===== config.mk =====
export PLATFORM = sky130hd
export DESIGN_NAME = bus_decoder_flat
export DESIGN_NICKNAME = d
export VERILOG_FILES = /design/src/hw/eeprom_pkg.sv /design/src/hw/eeprom_links.sv /design/src/hw/bus_decoder.sv /design/src/flat_wrapper.sv
export VERILOG_INCLUDE_DIRS = /design/src /design/src/include
export SDC_FILE = /design/constraint.sdc
export NUM_CORES = 1
export LEC_CHECK = 0
export ABC_AREA = 1
export ABC_CLOCK_PERIOD_IN_PS = 3700
export BUFFER_PORTS_ARGS = -buffer_cell sky130_fd_sc_hd__buf_2
export CAP_MARGIN = 20
export CORE_AREA = 2 2 63 89
export CTS_CLUSTER_SIZE = 16
export DETAILED_ROUTE_END_ITERATION = 7
export DIE_AREA = 0 0 65 91
export PLACE_DENSITY = 0.48
export SLEW_MARGIN = 20
export SYNTH_ARGS = -nofsm -noshare
export SYNTH_HDL_FRONTEND = slang
export SYNTH_SLANG_ARGS = --single-unit

===== constraint.sdc =====
create_clock -name scl -period 3.7 [get_ports scl]
set_input_delay 0.555 -clock scl [delete_from_list [all_inputs] [get_ports scl]]
set_output_delay 0.555 -clock scl [all_outputs]
set_load 0.05 [all_outputs]

===== src/include/eeprom_config.svh =====
`ifndef EEPROM_CONFIG_SVH
`define EEPROM_CONFIG_SVH

// array size, 24C16 style part
`define EEPROM_DEPTH 2048

`define EEPROM_ADDR_W 11

// upper nibble of every control byte
`define EEPROM_DEV_TYPE 4'b1010

// bytes in flight from decoder to engine
`define EEPROM_LINK_CREDITS 2

`define EEPROM_CREDIT_W 2

`endif


===== src/hw/eeprom_pkg.sv =====
package eeprom_pkg;

    // bus decoder
    typedef enum logic [2:0] {
        IDLE,
        RX_BITS,
        RX_ACK,
        TX_BYTE,
        TX_ACK,
        IGNORE
    } dec_state_e;

    // tag on every byte sent to the engine
    typedef enum logic [1:0] {
        KIND_FIRST,
        KIND_NEXT,
        // no data, marks stop or abort
        KIND_STOP
    } byte_kind_e;

    // command engine
    typedef enum logic [1:0] {
        CMD_IDLE,
        CMD_ADDR,
        CMD_WRITE,
        CMD_READ
    } cmd_state_e;

endpackage


===== src/hw/eeprom_links.sv =====
`timescale 1ns/100ps

// received bytes, decoder to engine, credit based
interface byte_link_if;
    logic       valid;
    logic [7:0] data;
    // byte_kind_e code
    logic [1:0] kind;
    logic       credit;
    logic       ack_ok;
    logic       read_mode;

    modport decoder (
        output valid, data, kind,
        input  credit, ack_ok, read_mode
    );

    modport engine (
        input  valid, data, kind,
        output credit, ack_ok, read_mode
    );
endinterface

// read path between engine, shifter and decoder
interface tx_link_if;
    logic       load;
    logic [7:0] rd_data;
    logic       fall_tick;
    logic       rise_tick;
    logic       tx_active;
    // synchronized data line for the ack sample
    logic       line_bit;
    logic       drive_low;
    logic       next_req;
    logic       done;

    modport engine (
        output load, rd_data,
        input  next_req, done
    );

    modport decoder (
        output fall_tick, rise_tick, tx_active, line_bit,
        input  drive_low, next_req, done
    );

    modport shifter (
        input  load, rd_data, fall_tick, rise_tick, tx_active, line_bit,
        output drive_low, next_req, done
    );
endinterface


===== src/hw/bus_decoder.sv =====
`timescale 1ns/100ps
`include "eeprom_config.svh"

module bus_decoder (
    input  logic        scl,
    input  logic        reset,
    input  logic        bus_clk,
    input  logic        bus_data_in,
    byte_link_if.decoder link,
    tx_link_if.decoder   tx,
    output logic        ack_low
);

    logic [1:0] clk_sync;
    logic [1:0] dat_sync;
    logic       clk_q;
    logic       line_q;
    logic       line;
    logic       start_cond;
    logic       stop_cond;
    eeprom_pkg::dec_state_e state;
    logic [3:0] bit_cnt;
    logic [7:0] shift_reg;
    logic       first_byte;
    logic       ack_pend;
    logic       read_pend;
    logic [`EEPROM_CREDIT_W-1:0] credits;

    // wired-and view of the line, our own drive pulls it low
    assign line = dat_sync[1] & ~(ack_low | tx.drive_low);

    assign tx.rise_tick = clk_sync[1] & ~clk_q;
    assign tx.fall_tick = ~clk_sync[1] & clk_q;
    assign tx.line_bit  = line;

    assign start_cond = clk_sync[1] & clk_q & line_q & ~line;
    assign stop_cond  = clk_sync[1] & clk_q & ~line_q & line;

    assign link.data = shift_reg;

    always_ff @(posedge scl)
    begin
        if (reset)
        begin
            clk_sync <= 2'b11;
            dat_sync <= 2'b11;
            clk_q    <= 1'b1;
            line_q   <= 1'b1;
        end
        else
        begin
            clk_sync <= {clk_sync[0], bus_clk};
            dat_sync <= {dat_sync[0], bus_data_in};
            clk_q    <= clk_sync[1];
            line_q   <= line;
        end
    end

    always_ff @(posedge scl)
    begin
        if (reset)
            credits <= `EEPROM_CREDIT_W'(`EEPROM_LINK_CREDITS);
        else if (link.valid && !link.credit)
            credits <= credits - 1'b1;
        else if (!link.valid && link.credit)
            credits <= credits + 1'b1;
    end

    // msb arrives first
    always_ff @(posedge scl)
    begin
        if (state == eeprom_pkg::RX_BITS && tx.rise_tick)
            shift_reg <= {shift_reg[6:0], line};
    end

    always_ff @(posedge scl)
    begin
        if (reset)
        begin
            state        <= eeprom_pkg::IDLE;
            bit_cnt      <= '0;
            first_byte   <= 1'b0;
            ack_pend     <= 1'b0;
            read_pend    <= 1'b0;
            ack_low      <= 1'b0;
            link.valid   <= 1'b0;
            link.kind    <= eeprom_pkg::KIND_STOP;
            tx.tx_active <= 1'b0;
        end
        else
        begin
            link.valid <= 1'b0;
            if (link.credit)
            begin
                ack_pend  <= link.ack_ok;
                read_pend <= link.read_mode;
            end
            if (start_cond || stop_cond)
            begin
                // tell the engine to drop whatever it was doing
                if (state != eeprom_pkg::IDLE && credits != '0)
                begin
                    link.valid <= 1'b1;
                    link.kind  <= eeprom_pkg::KIND_STOP;
                end
                ack_low      <= 1'b0;
                tx.tx_active <= 1'b0;
                bit_cnt      <= '0;
                first_byte   <= 1'b1;
                if (start_cond)
                    state <= eeprom_pkg::RX_BITS;
                else
                    state <= eeprom_pkg::IDLE;
            end
            else
            begin
                case (state)
                    eeprom_pkg::RX_BITS:
                    begin
                        if (tx.rise_tick)
                        begin
                            bit_cnt <= bit_cnt + 1'b1;
                            if (bit_cnt == 4'd7)
                            begin
                                if (credits != '0)
                                begin
                                    link.valid <= 1'b1;
                                    link.kind  <= first_byte ? eeprom_pkg::KIND_FIRST
                                                             : eeprom_pkg::KIND_NEXT;
                                    ack_pend   <= 1'b0;
                                    read_pend  <= 1'b0;
                                    state      <= eeprom_pkg::RX_ACK;
                                end
                                else
                                    state <= eeprom_pkg::IGNORE;
                            end
                        end
                    end
                    eeprom_pkg::RX_ACK:
                    begin
                        // first fall starts the ack slot, second one ends it
                        if (tx.fall_tick)
                        begin
                            if (ack_low)
                            begin
                                ack_low    <= 1'b0;
                                bit_cnt    <= '0;
                                first_byte <= 1'b0;
                                if (read_pend)
                                    state <= eeprom_pkg::TX_BYTE;
                                else
                                    state <= eeprom_pkg::RX_BITS;
                            end
                            else if (ack_pend)
                            begin
                                ack_low      <= 1'b1;
                                tx.tx_active <= read_pend;
                            end
                            else
                                state <= eeprom_pkg::IGNORE;
                        end
                    end
                    eeprom_pkg::TX_BYTE:
                    begin
                        if (tx.rise_tick)
                        begin
                            bit_cnt <= bit_cnt + 1'b1;
                            if (bit_cnt == 4'd7)
                                state <= eeprom_pkg::TX_ACK;
                        end
                    end
                    eeprom_pkg::TX_ACK:
                    begin
                        if (tx.next_req)
                        begin
                            bit_cnt <= '0;
                            state   <= eeprom_pkg::TX_BYTE;
                        end
                        else if (tx.done)
                        begin
                            tx.tx_active <= 1'b0;
                            state        <= eeprom_pkg::IGNORE;
                        end
                    end
                    default: ;
                endcase
            end
        end
    end

endmodule


===== src/flat_wrapper.sv =====
// flat-port wrapper written by rule: the top's interface ports become plain ports
module bus_decoder_flat 
  (scl, reset, bus_clk, bus_data_in, ack_low, link_valid, link_data, link_kind, link_credit, link_ack_ok, link_read_mode, tx_fall_tick, tx_rise_tick, tx_tx_active, tx_line_bit, tx_drive_low, tx_next_req, tx_done);
  byte_link_if link_i ();
  tx_link_if tx_i ();
  input  logic scl;
  input  logic reset;
  input  logic bus_clk;
  input  logic bus_data_in;
  output logic ack_low;
  output wire logic [$bits(link_i.valid)-1:0] link_valid;
  output wire logic [$bits(link_i.data)-1:0] link_data;
  output wire logic [$bits(link_i.kind)-1:0] link_kind;
  input wire logic [$bits(link_i.credit)-1:0] link_credit;
  input wire logic [$bits(link_i.ack_ok)-1:0] link_ack_ok;
  input wire logic [$bits(link_i.read_mode)-1:0] link_read_mode;
  output wire logic [$bits(tx_i.fall_tick)-1:0] tx_fall_tick;
  output wire logic [$bits(tx_i.rise_tick)-1:0] tx_rise_tick;
  output wire logic [$bits(tx_i.tx_active)-1:0] tx_tx_active;
  output wire logic [$bits(tx_i.line_bit)-1:0] tx_line_bit;
  input wire logic [$bits(tx_i.drive_low)-1:0] tx_drive_low;
  input wire logic [$bits(tx_i.next_req)-1:0] tx_next_req;
  input wire logic [$bits(tx_i.done)-1:0] tx_done;
  assign link_valid = link_i.valid;
  assign link_data = link_i.data;
  assign link_kind = link_i.kind;
  assign link_i.credit = link_credit;
  assign link_i.ack_ok = link_ack_ok;
  assign link_i.read_mode = link_read_mode;
  assign tx_fall_tick = tx_i.fall_tick;
  assign tx_rise_tick = tx_i.rise_tick;
  assign tx_tx_active = tx_i.tx_active;
  assign tx_line_bit = tx_i.line_bit;
  assign tx_i.drive_low = tx_drive_low;
  assign tx_i.next_req = tx_next_req;
  assign tx_i.done = tx_done;
  bus_decoder u_core (.scl(scl), .reset(reset), .bus_clk(bus_clk), .bus_data_in(bus_data_in), .link(link_i), .tx(tx_i), .ack_low(ack_low));
endmodule

Word level (Yosys, flattened, before mapping)
Cells that the tools add are included.
{"block": "word_totals", "wordCells": 139, "ff_bits": 31}
{"block": "op_classes", "muxes": 58, "add_sub_neg": 3, "reduce_logical": 28, "bitwise": 14, "n_eq_ne": 21}
{"cell": "$mux 3", "count": 11}
{"cell": "$mux 1", "count": 31}
{"cell": "$reduce_bool 2->1", "count": 10}
{"cell": "$mux 2", "count": 9}
{"cell": "$mux 4", "count": 4}
{"cell": "$ne 2x2->1 const B", "count": 6}
{"cell": "$pmux 3 s4", "count": 1}
{"cell": "$pmux 4 s3", "count": 1}
{"cell": "$reduce_and 5->1", "count": 2}
{"cell": "$and 1x1->1", "count": 8}
{"cell": "$ne 4x3->1 const B", "count": 2}
{"cell": "$reduce_and 8->1", "count": 1}
{"cell": "$eq 3x2->1 const B", "count": 2}
{"cell": "$ne 2x1->1 const B", "count": 3}
{"cell": "$ne 3x1->1 const B", "count": 2}
{"cell": "$ne 3x2->1 const B", "count": 2}
{"cell": "$reduce_and 6->1", "count": 1}
{"cell": "$reduce_bool 3->1", "count": 2}
{"cell": "$not 1->1", "count": 5}
{"cell": "$reduce_bool 5->1", "count": 1}
{"cell": "$add 4x1->4 const B", "count": 1}
{"cell": "$eq 4x3->1 const B", "count": 1}
{"cell": "$logic_and 1x1->1", "count": 4}
{"cell": "$reduce_or 2->1", "count": 2}
{"cell": "other kinds (11)", "count": 12}

Logic depth before layout (Yosys ltp)
{"block": "depth", "word_depth": 8, "ltp_mapped": 10, "ltp_nobuf": 10}

Worst setup path before layout
No wires, ideal clock.
{"block": "synth_path", "path_type": "input -> register", "startpoint": "in tx_drive_low", "endpoint": "reg u_core.link.kind[0]", "n_path_buf": 0, "slack_ns": 1.650, "arrival_ns": 1.935, "path_stages": 8, "setup_time_ns": 0.115, "cell_sequence": "inv_1 > nand2_1 > nor2_1 > nand2_1 > nand2_1 > nand2_1 > a21oi_1 > nor2_1"}
{"block": "synth_between", "elab_chain_len": 8, "word_cells_on_any_way": 14, "classes_between": "eq/ne (1); mux (1); bitwise (6); reduce/logical (6)"}
{"element": "start: declaration", "line_no": "flat_wrapper.sv:21", "rtl": "input wire logic [$bits(tx_i.drive_low)-1:0] tx_drive_low;"}
{"element": "$or 1x1->1 (*)", "line_no": "bus_decoder.sv:30", "rtl": "assign line = dat_sync[1] & ~(ack_low | tx.drive_low);"}
{"element": "$not 1->1 (*)", "line_no": "bus_decoder.sv:30"}
{"element": "$and 1x1->1 (*)", "line_no": "bus_decoder.sv:30"}
{"element": "net tx_line_bit", "line_no": "flat_wrapper.sv:20", "rtl": "output wire logic [$bits(tx_i.line_bit)-1:0] tx_line_bit;"}
{"element": "$not 1->1", "line_no": "bus_decoder.sv:36", "rtl": "assign start_cond = clk_sync[1] & clk_q & line_q & ~line;"}
{"element": "$and 1x1->1", "line_no": "bus_decoder.sv:36"}
{"element": "$logic_or 1x1->1 (*)", "line_no": "bus_decoder.sv:98", "rtl": "if (start_cond || stop_cond)"}
{"element": "$ne 2x2->1 (no source line) or $reduce_bool 2->1 (tied branches)"}
{"element": "$reduce_and 5->1 (no source line)"}
{"element": "end signal: assignment", "line_no": "bus_decoder.sv:87", "rtl": "link.kind <= eeprom_pkg::KIND_STOP;"}
{"element": "end signal: assignment", "line_no": "bus_decoder.sv:104", "rtl": "link.kind <= eeprom_pkg::KIND_STOP;"}
{"element": "end signal: assignment", "line_no": "bus_decoder.sv:128", "rtl": "link.kind <= first_byte ? eeprom_pkg::KIND_FIRST"}
{"element": "end: declaration", "line_no": "eeprom_links.sv:14", "rtl": "output valid, data, kind,"}
The timed path passes the listed nets; every way through them passes the cells marked *.
A chain may end at the register's enable or synchronous reset.

Final worst setup path
{"block": "layout_path", "startpoint": "reg u_core.clk_q", "endpoint": "out tx_fall_tick"}
{"block": "layout_between", "elab_chain_len": 1}
{"element": "start: declaration", "line_no": "bus_decoder.sv:16", "rtl": "logic clk_q;"}
{"element": "start signal: assignment", "line_no": "bus_decoder.sv:54", "rtl": "clk_q <= clk_sync[1];"}
{"element": "$and 1x1->1", "line_no": "bus_decoder.sv:33", "rtl": "assign tx.fall_tick = ~clk_sync[1] & clk_q;"}
{"element": "end: declaration", "line_no": "flat_wrapper.sv:17", "rtl": "output wire logic [$bits(tx_i.fall_tick)-1:0] tx_fall_tick;"}
Every way passes these cells.

==> metrics.cfg <==
[power_and_ir_drop]
p_leak_uw = 0.000837
p_total_uw = 1190
irDropWorstVdd_uv = 476
power_density_nw_per_um2 = 676

[finish]
layout-drive-gt1-share_pct = 21.3
diodes = 0
nNetsFinal = 236
area_growth_pct = 21.9
final_util_pct = 34.6

[clocking]
cts-buffers-inserted = 5
cts_tree = yes
clk_pin_slew_ps = 70
cts_resized = 0
cts-root-buf = clkbuf_8
ctsHoldBuffers = 0
cts.sinks = 31
postCtsSetupBuffers = 0
clk_path_buf_depth = 2
cts.htree.levels = 2
clk_latency_ps = 290

[routing]
wl_met3_um = 115
first_iter_violations = 41
route.detailed.drc = 0
drt_pass1_iterations = 4
num_vias = 1289
met1_length_um = 1340
wire_per_inst_um = 11.1
postRouteAntennaNets = 0
met2_length_um = 1680
topRoutingLayerUsed = met4
routed_wl_um = 3230
drt-vias-per-instance = 4.43

[synthesis]
synthTopCellsByCount = nand2_1, nor2_1, dfxtp_1, inv_1
yosysMostFrequentCell = nand2_1
synthesis.area_um2 = 1440
synth_top_area_cell = dfxtp_1
syn_nets = 205
yosysWarnings = 0
async_flop_share_pct = 0
avgSynthCellArea_um2 = 7.47
ys_seq_elements = 31
yosys_most_used_dff = dfxtp_1
seq_area_frac_synth_pct = 48.6
synth_cell_types = 24
synthTopCellsByArea = dfxtp_1, edfxtp_1, nand2_1, nor2_1, inv_1
synthCells = 193
synth_top_area_share_pct = 31.9
synth-edff-count = 8

[outcome]
status = finished clean

[worst_setup_path]
worstSetupPathType = register to primary output
arrival_ps = 1250
cp_data_required_time_ps = 3140
cp_max_fo = 4
worstSetupEndpointType = primary output
start_kind = register

[sta]
slew_violations = 0
rsz0062_at_grt = no
clock.fmax_ghz = 0.555
slew_headroom_pct = 75.3
tns_ps = 0
period_needed_ps = 1800
worst_slew_pin_slew_ps = 370
fin_skew_ps = 4.52
final-setup-viol-count = 0
min_period_over_period_pct = 48.7
finalHoldViolCount = 0
setup_ws_ps = 1900

[global_route]
grt_pass1_vias = 1236
antenna_found_initial = 0
grt_pass1_wl_um = 5490
overflow = 0
grt_usage_pct = 12.2
grt_max_degree = 12

[floorplanning]
die-width_um = 65
start_util_pct = 28.4
core_um2 = 5080
rows = 31
io_pins = 26
die_y_um = 91
die_area_um2 = 5920

[place]
place_ws_ps = 1910
hpwl_um = 2480
gp_congestion = 0.797
io_buffers = 25

[hold_path]
min_path_type = register to register

[job]
cap_violations = 0

-- power by group --
group          internal [uW]  switching [uW]
sequential               388            43.2
combinational            135             285
clock                    200             138
total                    724             466
-- routing by layer --
layer,GRT usage [%],vias to the layer above
li1,-,675
met4,8.16,0
met3,2.35,9
met5,0,-
met1,13.0,577
met2,21.3,28
-- worst paths after layout --
path                      startpoint             endpoint  slack (ps)  depth (start not counted)
hold / removal    u_core.clk_sync[0]   u_core.clk_sync[1]         410                          1
setup / recovery        u_core.clk_q         tx_fall_tick        1900                          3
hold reg to reg   u_core.clk_sync[0]   u_core.clk_sync[1]         410                          1
setup reg to reg     u_core.state[0]  u_core.link.kind[0]        2110                          7
-- per-stage QoR --
| stage | hold WS, ps | instance area, um2 | instances |
|---|---|---|---|
| finish | 408 | 1760 | 291 |
| global route | 419 | 1760 | 291 |
| CTS | 410 | 1760 | 291 |
| detailed placement | 392 | 1650 | 283 |
| global placement | 394 | 1650 | 283 |
| floorplan | 389 | 1440 | 193 |
-- cell type report --
class	count	area, um2
Tap cell	66	82.6
Clock inverter	3	43.8
Clock buffer	5	68.8
Fill cell	541	3320
Inverter	21	78.8
Multi-Input combinational cell	140	659
Timing Repair Buffer	25	125
Sequential cell	31	701
-- critical path, cell delays in order (launching register included) --
cell     delay [ps]
dfxtp_1         350
inv_1            60
nor2_1          220
buf_2           320
-- state kept, by name (all words and copies together), names as in the netlist --
name,count
u_core.link.kind,2
u_core.read_pend,1
u_core.ack_pend,1
u_core.ack_low,1
u_core.first_byte,1
u_core.line_q,1
u_core.clk_q,1
u_core.tx.tx_active,1
u_core.bit_cnt,4
u_core.clk_sync,2
u_core.state,3
u_core.credits,2
u_core.link.valid,1
u_core.link.data,8
u_core.dat_sync,2
-- layout by cell type (no fill, tap or decap), types with 3 or more instances in the layout --
| cell | n |
|---|---|
| dfxtp_1 | 23 |
| clkbuf_8 | 5 |
| nand4_1 | 3 |
| inv_1 | 19 |
| buf_2 | 25 |
| o21ai_0 | 9 |
| nand3_1 | 9 |
| nand2_1 | 56 |
| nor2_1 | 30 |
| a21oi_1 | 9 |
| or2_2 | 4 |
| edfxtp_1 | 8 |
| nand2_2 | 4 |
-- logic make-up after synthesis --
kind of cell / count (synthesis) / share of synthesized area, %
AO/OA/AOI/OAI: 19 / 6.76
flip-flops: 31 / 48.6
adder cells (fa/ha/maj): 2 / 1.73
AND/OR/NAND/NOR: 118 / 36.6
XOR/XNOR: 1 / 0.607
buffers and inverters: 22 / 5.72
(Power assumes the default switching activity.)
