===== src/include/eeprom_config.svh =====
`ifndef EEPROM_CONFIG_SVH
`define EEPROM_CONFIG_SVH

// array size, 24C16 style part
`define EEPROM_DEPTH 2048

`define EEPROM_ADDR_W 11

// upper nibble of every control byte
`define EEPROM_DEV_TYPE 4'b1010

// bytes in flight from decoder to engine
`define EEPROM_LINK_CREDITS 2

`define EEPROM_CREDIT_W 2

`endif


===== src/hw/eeprom_links.sv =====


// read path between engine, shifter and decoder
interface tx_link_if;
    logic       load;
    logic [7:0] rd_data;
    logic       fall_tick;
    logic       rise_tick;
    logic       tx_active;
    // synchronized data line for the ack sample
    logic       line_bit;
    logic       drive_low;
    logic       next_req;
    logic       done;

    modport engine (
        output load, rd_data,
        input  next_req, done
    );

    modport decoder (
        output fall_tick, rise_tick, tx_active, line_bit,
        input  drive_low, next_req, done
    );

    modport shifter (
        input  load, rd_data, fall_tick, rise_tick, tx_active, line_bit,
        output drive_low, next_req, done
    );
endinterface


===== src/hw/read_shifter.sv =====
`timescale 1ns/100ps

module read_shifter (
    input  logic        scl,
    input  logic        reset,
    tx_link_if.shifter  tx,
    output logic        tx_low
);

    logic [7:0] shift_reg;
    logic [3:0] bit_cnt;
    logic       armed;
    logic       shift_en;

    // line let go as soon as the decoder takes the bus back
    assign tx_low = tx.drive_low && tx.tx_active;

    assign shift_en = tx.tx_active && armed && tx.fall_tick && (bit_cnt < 4'd8);

    always_ff @(posedge scl)
    begin
        if (tx.load)
            shift_reg <= tx.rd_data;
        else if (shift_en)
            shift_reg <= {shift_reg[6:0], 1'b0};
    end

    always_ff @(posedge scl)
    begin
        if (reset)
        begin
            tx.drive_low <= 1'b0;
            tx.next_req  <= 1'b0;
            tx.done      <= 1'b0;
            bit_cnt      <= '0;
            armed        <= 1'b0;
        end
        else
        begin
            tx.next_req <= 1'b0;
            tx.done     <= 1'b0;
            if (tx.load)
            begin
                armed   <= 1'b1;
                bit_cnt <= '0;
            end
            else if (!tx.tx_active)
                tx.drive_low <= 1'b0;
            else if (armed && tx.fall_tick)
            begin
                if (bit_cnt < 4'd8)
                begin
                    // open drain, a one leaves the line released
                    tx.drive_low <= ~shift_reg[7];
                    bit_cnt      <= bit_cnt + 1'b1;
                end
                else if (bit_cnt == 4'd8)
                begin
                    tx.drive_low <= 1'b0;
                    bit_cnt      <= 4'd9;
                end
            end
            else if (armed && tx.rise_tick && bit_cnt == 4'd9)
            begin
                // master ack slot
                armed <= 1'b0;
                if (tx.line_bit)
                    tx.done <= 1'b1;
                else
                    tx.next_req <= 1'b1;
            end
        end
    end

endmodule


===== src/flat_wrapper.sv =====
// flat-port wrapper written by rule: the top's interface ports become plain ports
module read_shifter_flat 
  (scl, reset, tx_low, tx_load, tx_rd_data, tx_fall_tick, tx_rise_tick, tx_tx_active, tx_line_bit, tx_drive_low, tx_next_req, tx_done);
  tx_link_if tx_i ();
  input  logic scl;
  input  logic reset;
  output logic tx_low;
  input wire logic [$bits(tx_i.load)-1:0] tx_load;
  input wire logic [$bits(tx_i.rd_data)-1:0] tx_rd_data;
  input wire logic [$bits(tx_i.fall_tick)-1:0] tx_fall_tick;
  input wire logic [$bits(tx_i.rise_tick)-1:0] tx_rise_tick;
  input wire logic [$bits(tx_i.tx_active)-1:0] tx_tx_active;
  input wire logic [$bits(tx_i.line_bit)-1:0] tx_line_bit;
  output wire logic [$bits(tx_i.drive_low)-1:0] tx_drive_low;
  output wire logic [$bits(tx_i.next_req)-1:0] tx_next_req;
  output wire logic [$bits(tx_i.done)-1:0] tx_done;
  assign tx_i.load = tx_load;
  assign tx_i.rd_data = tx_rd_data;
  assign tx_i.fall_tick = tx_fall_tick;
  assign tx_i.rise_tick = tx_rise_tick;
  assign tx_i.tx_active = tx_tx_active;
  assign tx_i.line_bit = tx_line_bit;
  assign tx_drive_low = tx_i.drive_low;
  assign tx_next_req = tx_i.next_req;
  assign tx_done = tx_i.done;
  read_shifter u_core (.scl(scl), .reset(reset), .tx(tx_i), .tx_low(tx_low));
endmodule

===== config.mk =====
export PLATFORM = sky130hd
export DESIGN_NAME = read_shifter_flat
export DESIGN_NICKNAME = d
export VERILOG_FILES = /design/src/include/eeprom_config.svh /design/src/hw/eeprom_links.sv /design/src/hw/read_shifter.sv /design/src/flat_wrapper.sv
export SDC_FILE = /design/constraint.sdc
export NUM_CORES = 1
export LEC_CHECK = 0
export ABC_AREA = 1
export BUFFER_PORTS_ARGS = -buffer_cell sky130_fd_sc_hd__buf_2
export CAP_MARGIN = 20
export CORE_MARGIN = 2
export CORE_UTILIZATION = 53
export CTS_BUF_LIST = sky130_fd_sc_hd__clkbuf_4
export DETAILED_ROUTE_END_ITERATION = 8
export PLACE_DENSITY_LB_ADDON = 0.1
export RECOVER_POWER = 50
export SETUP_SLACK_MARGIN = 0.3
export SLEW_MARGIN = 20
export SYNTH_ARGS = -nofsm -noshare
export SYNTH_HDL_FRONTEND = slang
export SYNTH_SLANG_ARGS = --single-unit

===== constraint.sdc =====
create_clock -name scl -period 1.37 [get_ports scl]
set_input_delay 0 -clock scl [delete_from_list [all_inputs] [get_ports scl]]
set_output_delay 0 -clock scl [all_outputs]
set_load 0.1 [all_outputs]

==> Word-level counts from Yosys, hierarchy flattened <==
Index checks and enable logic that the tools add are counted.
{ "classes": {"reduce_logical": 16, "n_mux": 14, "bitwise": 4, "magnitude_cmp": 1, "n_eq_ne": 5, "addsub": 1} }
{ "op_table": {"columns": ["op", "n"], "rows": [
  ["2-to-1 mux 8 bit", 2],
  ["2-to-1 mux 1 bit", 10],
  ["AND reduction 3 bit", 3],
  ["equality test 4 bit (second input constant)", 2],
  ["2-to-1 mux 4 bit", 2],
  ["nonzero test 2 bit", 4],
  ["logical AND 1 bit", 7],
  ["OR reduction 5 bit", 1],
  ["adder 4 x 1 -> 4 bit (second input constant)", 1],
  ["< comparator 4 bit (second input constant)", 1],
  ["inverter 1 bit", 4],
  ["inequality test 3 x 1 -> 1 bit (second input constant)", 1],
  ["inequality test 2 x 1 -> 1 bit (second input constant)", 1],
  ["inequality test 2 bit (second input constant)", 1],
  ["OR reduction 2 bit", 1]
]} }
{ "word_totals": {"out_inout_bits": 4, "register_bits": 16, "elab_cells": 47, "inputBits": 15} }

==> Logic depth before layout (Yosys ltp) <==
Gate-level depths: netlist (run 1).
{ "logic_depth": {"ltp_word": 6, "mapped_depth": 7, "mapped_depth_nobuf": 7} }

==> Least setup slack after synthesis (run 1) <==
No wires, ideal clock.
{ "synth_timing": {"kind": "register to output", "startpoint": "register u_core.tx.drive_low", "endpoint": "output port tx_low", "arrival_ns": 1.671, "stages_incl_launch_ff": 3, "t_required_ns": 1.370, "path_buffers": 0, "setup_slack_ns": -0.301, "path_cell_list": "dfxtp_1 nand2_1 inv_1"} }
{ "synth_between": {"elab_chain_cells": 1} }
{ "synth_rtl": {"columns": ["element", "line_no", "text"], "rows": [
  ["from (decl)", "eeprom_links.sv:28", "output drive_low, next_req, done"],
  ["from (signal assigned)", "read_shifter.sv:54", "tx.drive_low <= ~shift_reg[7];"],
  ["logical AND 1 bit", "read_shifter.sv:16", "assign tx_low = tx.drive_low && tx.tx_active;"],
  ["to (decl)", "flat_wrapper.sv:7", "output logic tx_low;"]
]} }
No other way between the ends.

==> Worst setup path after layout (run 1) <==
{ "layout_timing": {"startpoint": "register u_core.bit_cnt[0]", "endpoint": "register u_core.armed"} }
{ "layout_between": {"elab_chain_cells": 4} }
{ "layout_rtl": {"columns": ["element", "line_no", "text"], "rows": [
  ["from (decl)", "read_shifter.sv:11", "logic [3:0] bit_cnt;"],
  ["from (signal assigned)", "read_shifter.sv:55", "bit_cnt <= bit_cnt + 1'b1;"],
  ["equality test 4 bit", "read_shifter.sv:63", "else if (armed && tx.rise_tick && bit_cnt == 4'd9)"],
  ["logical AND 1 bit", "read_shifter.sv:63", null],
  ["nonzero test 2 bit (no source line)", null, null],
  ["AND reduction 3 bit (no source line)", null, null],
  ["to (signal assigned)", "read_shifter.sv:36", "armed <= 1'b0;"],
  ["to (signal assigned)", "read_shifter.sv:44", "armed <= 1'b1;"],
  ["to (signal assigned)", "read_shifter.sv:66", "armed <= 1'b0;"],
  ["to (decl)", "read_shifter.sv:12", "logic armed;"]
]} }
No other way between the ends.
A chain may end at the register's enable or synchronous reset.

==> results.py, run 1 <==
metrics = {
    "outcome": {
        "outcome": "finished, violations left",
        "violations": "negative hold slack",
    },
    "floorplanning": {
        "die_h_um": 42.1,
        "rows": 13,
        "num_io_pins": 19,
        "fp.coreArea_um2": 1330,
        "start_util": 0.577,
        "chipWidth_um": 42.1,
        "die-area_um2": 1770,
    },
    "min_path": {
        "holdPathStages": 3,
        "hp-class": "in -> reg",
        "worstHoldStart": "tx_rd_data[3]",
        "min_to": "u_core.shift_reg[3]",
    },
    "power": {
        "p_sw_uw": 252,
        "p_int_uw": 698,
        "clockPowerShare": 0.267,
        "combinationalPowerShare": 0.162,
        "seqPwrFrac": 0.571,
        "p_per_area_nw_per_um2": 861,
        "p_leak_nw": 0.505,
        "peakVddDrop_uv": 581,
        "p_sw_frac": 0.265,
    },
    "synthesis": {
        "yosysUniqueCellTypes": 14,
        "yosys_warnings": 0,
        "yosys.cell_count.top_type": "nand2_1",
        "syn_nets": 116,
        "synth_top_area_cell": "edfxtp_1",
        "synth_top_area_share": 0.312,
        "synth_edf_count": 8,
        "syn_area_per_cell_um2": 7.85,
        "synth_common_cells": "nand2_1 (40), inv_1 (12), dfxtp_1 (8), edfxtp_1 (8), nor2_1 (8)",
        "synth_area_leaders": "edfxtp_1 (31%), dfxtp_1 (21%), nand2_1 (20%)",
        "ys_seq_area_frac": 0.520,
        "netlist_instances": 98,
        "ys_seq_elements": 16,
        "async_flop_share": 0,
        "netlist_area_um2": 769,
        "yosys_most_used_dff": "edfxtp_1",
    },
    "critical_path": {
        "r2r_cells": 7,
        "crit_arrival_ns": 1.30,
        "worstSetupPathType": "reg -> reg",
        "crit_fanout": 3,
        "end_kind": "flip-flop",
        "reg2reg_from": "u_core.bit_cnt[0]",
        "critPathRequiredTime_ns": 1.55,
        "r2r_slack_ns": 0.25,
        "cp-start-kind": "flip-flop",
        "rr_endpoint": "u_core.armed",
    },
    "finish": {
        "antenna_cells": 0,
        "stdcell_count": 147,
        "drive_gt1_frac": 0.348,
        "nNetsFinal": 151,
        "area_growth_pct": 43.3,
        "largest_reg_flops": 8,
        "postLayoutCoreUtil": 0.826,
    },
    "placement": {
        "gp_congestion": 0.802,
        "place_hpwl_um": 1070,
        "numPortBuffers": 18,
        "dp.cells": 130,
        "dp_slack_ns": 0.203,
    },
    "timing": {
        "rsz0062_at_grt": "true",
        "fin_crit_sh": 0.815,
        "fin_crit_ns": 1.12,
        "worstMarginPinSlew_ns": 0.539,
        "slew-limit-headroom": 0.642,
        "tns_ns": 0,
        "max_freq_ghz": 0.895,
        "hold_viol": 1,
        "holdWs_ns": -0.0102,
        "finalSetupViolations": 0,
        "finClkSkew_ns": 0.00192,
        "fin_ws_ns": 0.253,
        "maxSlewViolCount": 0,
    },
    "cts": {
        "cts-root-buf": "clkbuf_4",
        "tritoncts": "yes",
        "cts.clk_slew.worst_paths_ns": 0.09,
        "cts_max_path_buffers": 2,
        "cts_sinks": 16,
        "cts_max_level": 1,
        "cts_buffers": 3,
        "clock_latency_ns": 0.28,
    },
    "detailed_routing": {
        "vias": 719,
        "routedWlPerCell_um": 12.0,
        "first_iter_violations": 25,
        "final_antenna_net_count": 0,
        "wirelength_um": 1760,
        "drcViolationCount": 0,
        "dr.pass1.iters": 4,
        "avgViaCountPerCell": 4.89,
    },
    "job": {
        "cap_violations": 0,
    },
    "grt": {
        "grt_use_total": 0.209,
        "gr-total-overflow": 0,
        "antenna_found_initial": 0,
        "grt_pass1_wl_um": 2790,
        "grt_pass1_vias": 677,
        "grt_max_degree": 12,
    },
}
worst max path at each step:
stage	startpoint	endpoint	slack, ns	cells after the start
2_1_floorplan	u_core.bit_cnt[0]	u_core.tx.drive_low	0.31	6
3_3_place_gp	u_core.bit_cnt[0]	u_core.tx.drive_low	0.25	6
3_5_place_dp	u_core.bit_cnt[0]	u_core.tx.drive_low	0.20	6
4_1_cts	u_core.bit_cnt[0]	u_core.tx.drive_low	0.27	6
5_1_grt	u_core.bit_cnt[0]	u_core.armed	0.16	7
6_report	u_core.bit_cnt[0]	u_core.armed	0.25	7
area by class of cell:
cell class / count / area [um^2]
flip-flops and latches: 16 / 410
multi-input cells: 67 / 372
fillers: 82 / 231
repair buffers: 31 / 219
inverters: 14 / 56.3
clock buffers: 3 / 22.5
well taps: 15 / 18.8
clock inverters: 1 / 3.75
power groups by stage:
stage | Sequential (mW) | Combinational, mW | Clock, mW
after floorplan | 0.565 | 0.0670 | 0
after global placement | 0.550 | 0.117 | 0
after detailed placement | 0.552 | 0.119 | 0
after CTS | 0.541 | 0.146 | 0.256
after global routing | 0.545 | 0.170 | 0.271
final | 0.543 | 0.154 | 0.253
cell families (layout without fill, tap and decap cells):
family | Yosys count | count (layout) | synth area share
buf+inv | 15 | 49 | 0.0748
fa+ha+maj | 3 | 3 | 0.0488
compound gates | 7 | 7 | 0.0455
flops | 16 | 16 | 0.520
simple gates | 57 | 57 | 0.311
timing repair:
action | 4_1_cts | 5_1_grt
buffers inserted | 3 | 1
hold buffers | 9 | 0
setup endpoints to repair | 12 | 16
endpoints found under the hold margin | 11 | 0
gates resized for setup | 8 | 16
pin swaps | 1 | 1
layer usage:
metal,track usage,up-vias,wire (um)
met5,0,-,0
li1,-,377,-
met1,0.251,311,724
met3,0.0259,4,103
met4,0.0813,0,22
met2,0.378,27,913
stage by stage:
step / area, um^2 / hold slack (ns) / total power, mW
finish: 1100 / -0.0102 / 0.950
global route: 1100 / 0.0102 / 0.986
CTS: 1050 / 0.00174 / 0.943
detailed placement: 891 / 0.175 / 0.671
global placement: 891 / 0.173 / 0.667
floorplan: 787 / 0.0691 / 0.632
critical path, cell delays in order (launching register included):
cell	delay, ns
dfxtp_1	0.39
buf_6	0.13
ha_4	0.11
inv_1	0.04
nor2_1	0.14
nand2_1	0.08
nand2_2	0.07
a21oi_2	0.05
layout by cell type, fill, tap and decap left out, types with 3 or more instances in the layout:
cell,n
dfxtp_1,4
inv_2,4
clkbuf_4,3
buf_4,3
edfxtp_1,8
dlygate4sd3_1,9
clkbuf_2,3
nand2_1,36
buf_2,13
nor2_1,7
nand3_1,4
inv_1,9
a21oi_1,4
Power figures use the tool's default switching activity.
==> run 2, diff against run 1 <==
==> constraint.sdc (replaced) <==
create_clock -name scl -period 1.1 [get_ports scl]
set_input_delay 0 -clock scl [delete_from_list [all_inputs] [get_ports scl]]
set_output_delay 0 -clock scl [all_outputs]
set_load 0.1 [all_outputs]
==> results.py, run 2 (same netlist as run 1, synthesis figures left out) <==
metrics = {
    "power": {
        "p_per_area_nw_per_um2": 1030,
        "p_leak_nw": 0.538,
        "peakVddDrop_uv": 1240,
        "p_total_mw": 1.27,
    },
    "grt": {
        "grt_use_met2": 0.538,
        "use_met1": 0.326,
        "grt_use_total": 0.287,
        "grt_pass1_wl_um": 3710,
        "antenna_found_initial": 0,
        "grt_pass1_vias": 821,
        "grt_busiest_layer": "met2",
        "use_met3": 0.0388,
        "grt_max_degree": 12,
        "gr-total-overflow": 0,
    },
    "cts": {
        "cts_sinks": 16,
        "cts_max_path_buffers": 2,
        "cts_max_level": 1,
        "cts_buffers": 3,
        "cts-root-buf": "clkbuf_4",
        "cts.clk_slew.worst_paths_ns": 0.10,
        "tritoncts": "yes",
        "clock_latency_ns": 0.30,
    },
    "critical_path": {
        "r2r_slack_ns": 0.02,
        "end_kind": "flip-flop",
        "cp-start-kind": "flip-flop",
        "crit_arrival_ns": 1.32,
        "crit_fanout": 4,
        "worstSetupPathType": "reg -> reg",
        "critPathRequiredTime_ns": 1.34,
    },
    "floorplanning": {
        "die-area_um2": 1770,
        "num_io_pins": 19,
        "fp.coreArea_um2": 1330,
        "start_util": 0.577,
        "chipWidth_um": 42.1,
        "die_h_um": 42.1,
        "rows": 13,
    },
    "placement": {
        "dp.cells": 130,
        "gp_congestion": 0.784,
        "numPortBuffers": 18,
        "place_hpwl_um": 1100,
    },
    "job": {
        "cap_violations": 0,
    },
    "outcome": {
        "outcome": "finished, final reports clean",
    },
    "timing": {
        "maxSlewViolCount": 0,
        "max_freq_ghz": 0.924,
        "worstMarginPinSlew_ns": 0.309,
        "slew-limit-headroom": 0.795,
        "fin_crit_ns": 1.08,
        "finClkSkew_ns": 0.00153,
        "hold_viol": 0,
        "rsz0062_at_grt": "true",
        "finalSetupViolations": 0,
        "fin_crit_sh": 0.984,
        "holdWs_ns": 0.0358,
    },
    "finish": {
        "stdcell_count": 150,
        "drive_gt1_frac": 0.504,
        "fillers": 44,
        "largest_reg_flops": 8,
        "layout.area.seq_um2": 417,
        "mostFrequentLayoutCell": "nand2_1",
        "area_growth_pct": 60.3,
        "multi_input_area_um2": 453,
        "final_cell_mix": "nand2_1 (32), buf_2 (14), dlygate4sd3_1 (10), edfxtp_1 (8)",
        "nNetsFinal": 154,
        "antenna_cells": 0,
    },
    "detailed_routing": {
        "avgViaCountPerCell": 5.95,
        "routedWlPerCell_um": 19.7,
        "vias": 893,
        "dr.pass1.iters": 4,
        "wirelength_um": 2960,
        "final_antenna_net_count": 0,
        "drcViolationCount": 0,
        "first_iter_violations": 26,
    },
    "min_path": {
        "hp-class": "in -> reg",
    },
}
[run 2: changes by cell type in the layout (fill, tap and decap cells not counted), sizes merged]
| cell | previous run | this run |
|---|---|---|
| buf | 18 | 22 |
| clkbuf | 7 | 5 |
| dlygate4sd3 | 9 | 10 |
[run 2: timing repair]
item,in CTS,in global routing
pin swaps,13,9
endpoints found under the setup margin,20,21
gates resized for setup,26,17
endpoints found under the hold margin,12,0
hold buffers,10,0
setup buffers,4,2
[run 2: per-layer routing]
layer	wire length, um	up-vias
li1	-	383
met1	1040	416
met2	1470	70
met3	233	24
met4	219	0
met5	0	-
[run 2: area by class of cell]
class                           instances  area share
Timing Repair Buffer                   34       0.209
Clock buffer                            3      0.0183
Tap cell                               15      0.0152
Sequential cell                        16       0.338
Clock inverter                          1     0.00304
Multi-Input combinational cell         67       0.367
Inverter                               14      0.0497
[run 2: final timing paths]
kind	start	end	cells after the start
worst min register to register	u_core.tx.drive_low	u_core.tx.drive_low	2
worst max-delay path	u_core.bit_cnt[0]	u_core.bit_cnt[1]	7
worst max register to register	u_core.bit_cnt[0]	u_core.bit_cnt[1]	7
worst min-delay path	reset	u_core.tx.next_req	4
[run 2: power by group]
part,switching (mW),internal [mW]
clock,0.216,0.133
combinational,0.148,0.0944
sequential,0.0182,0.658
[run 2: worst max-delay path, stage by stage (launching register included)]
cell and delay, ns:
dfxtp_4 0.41, inv_4 0.05, ha_4 0.15, nand2_1 0.07
nand2_1 0.06, nand3_2 0.10, nand2_2 0.06, a21oi_2 0.12
[run 2: stage by stage]
stage               area (um^2)  worst slack [ns]   util  TNS [ns]
detailed placement          942            0.0428  0.706         0
global route               1230           -0.0322  0.925    -0.251
finish                     1230            0.0172  0.925         0
floorplan                   823             0.101      -         0
global placement            942            0.0580  0.706         0
CTS                        1190            0.0872  0.891         0
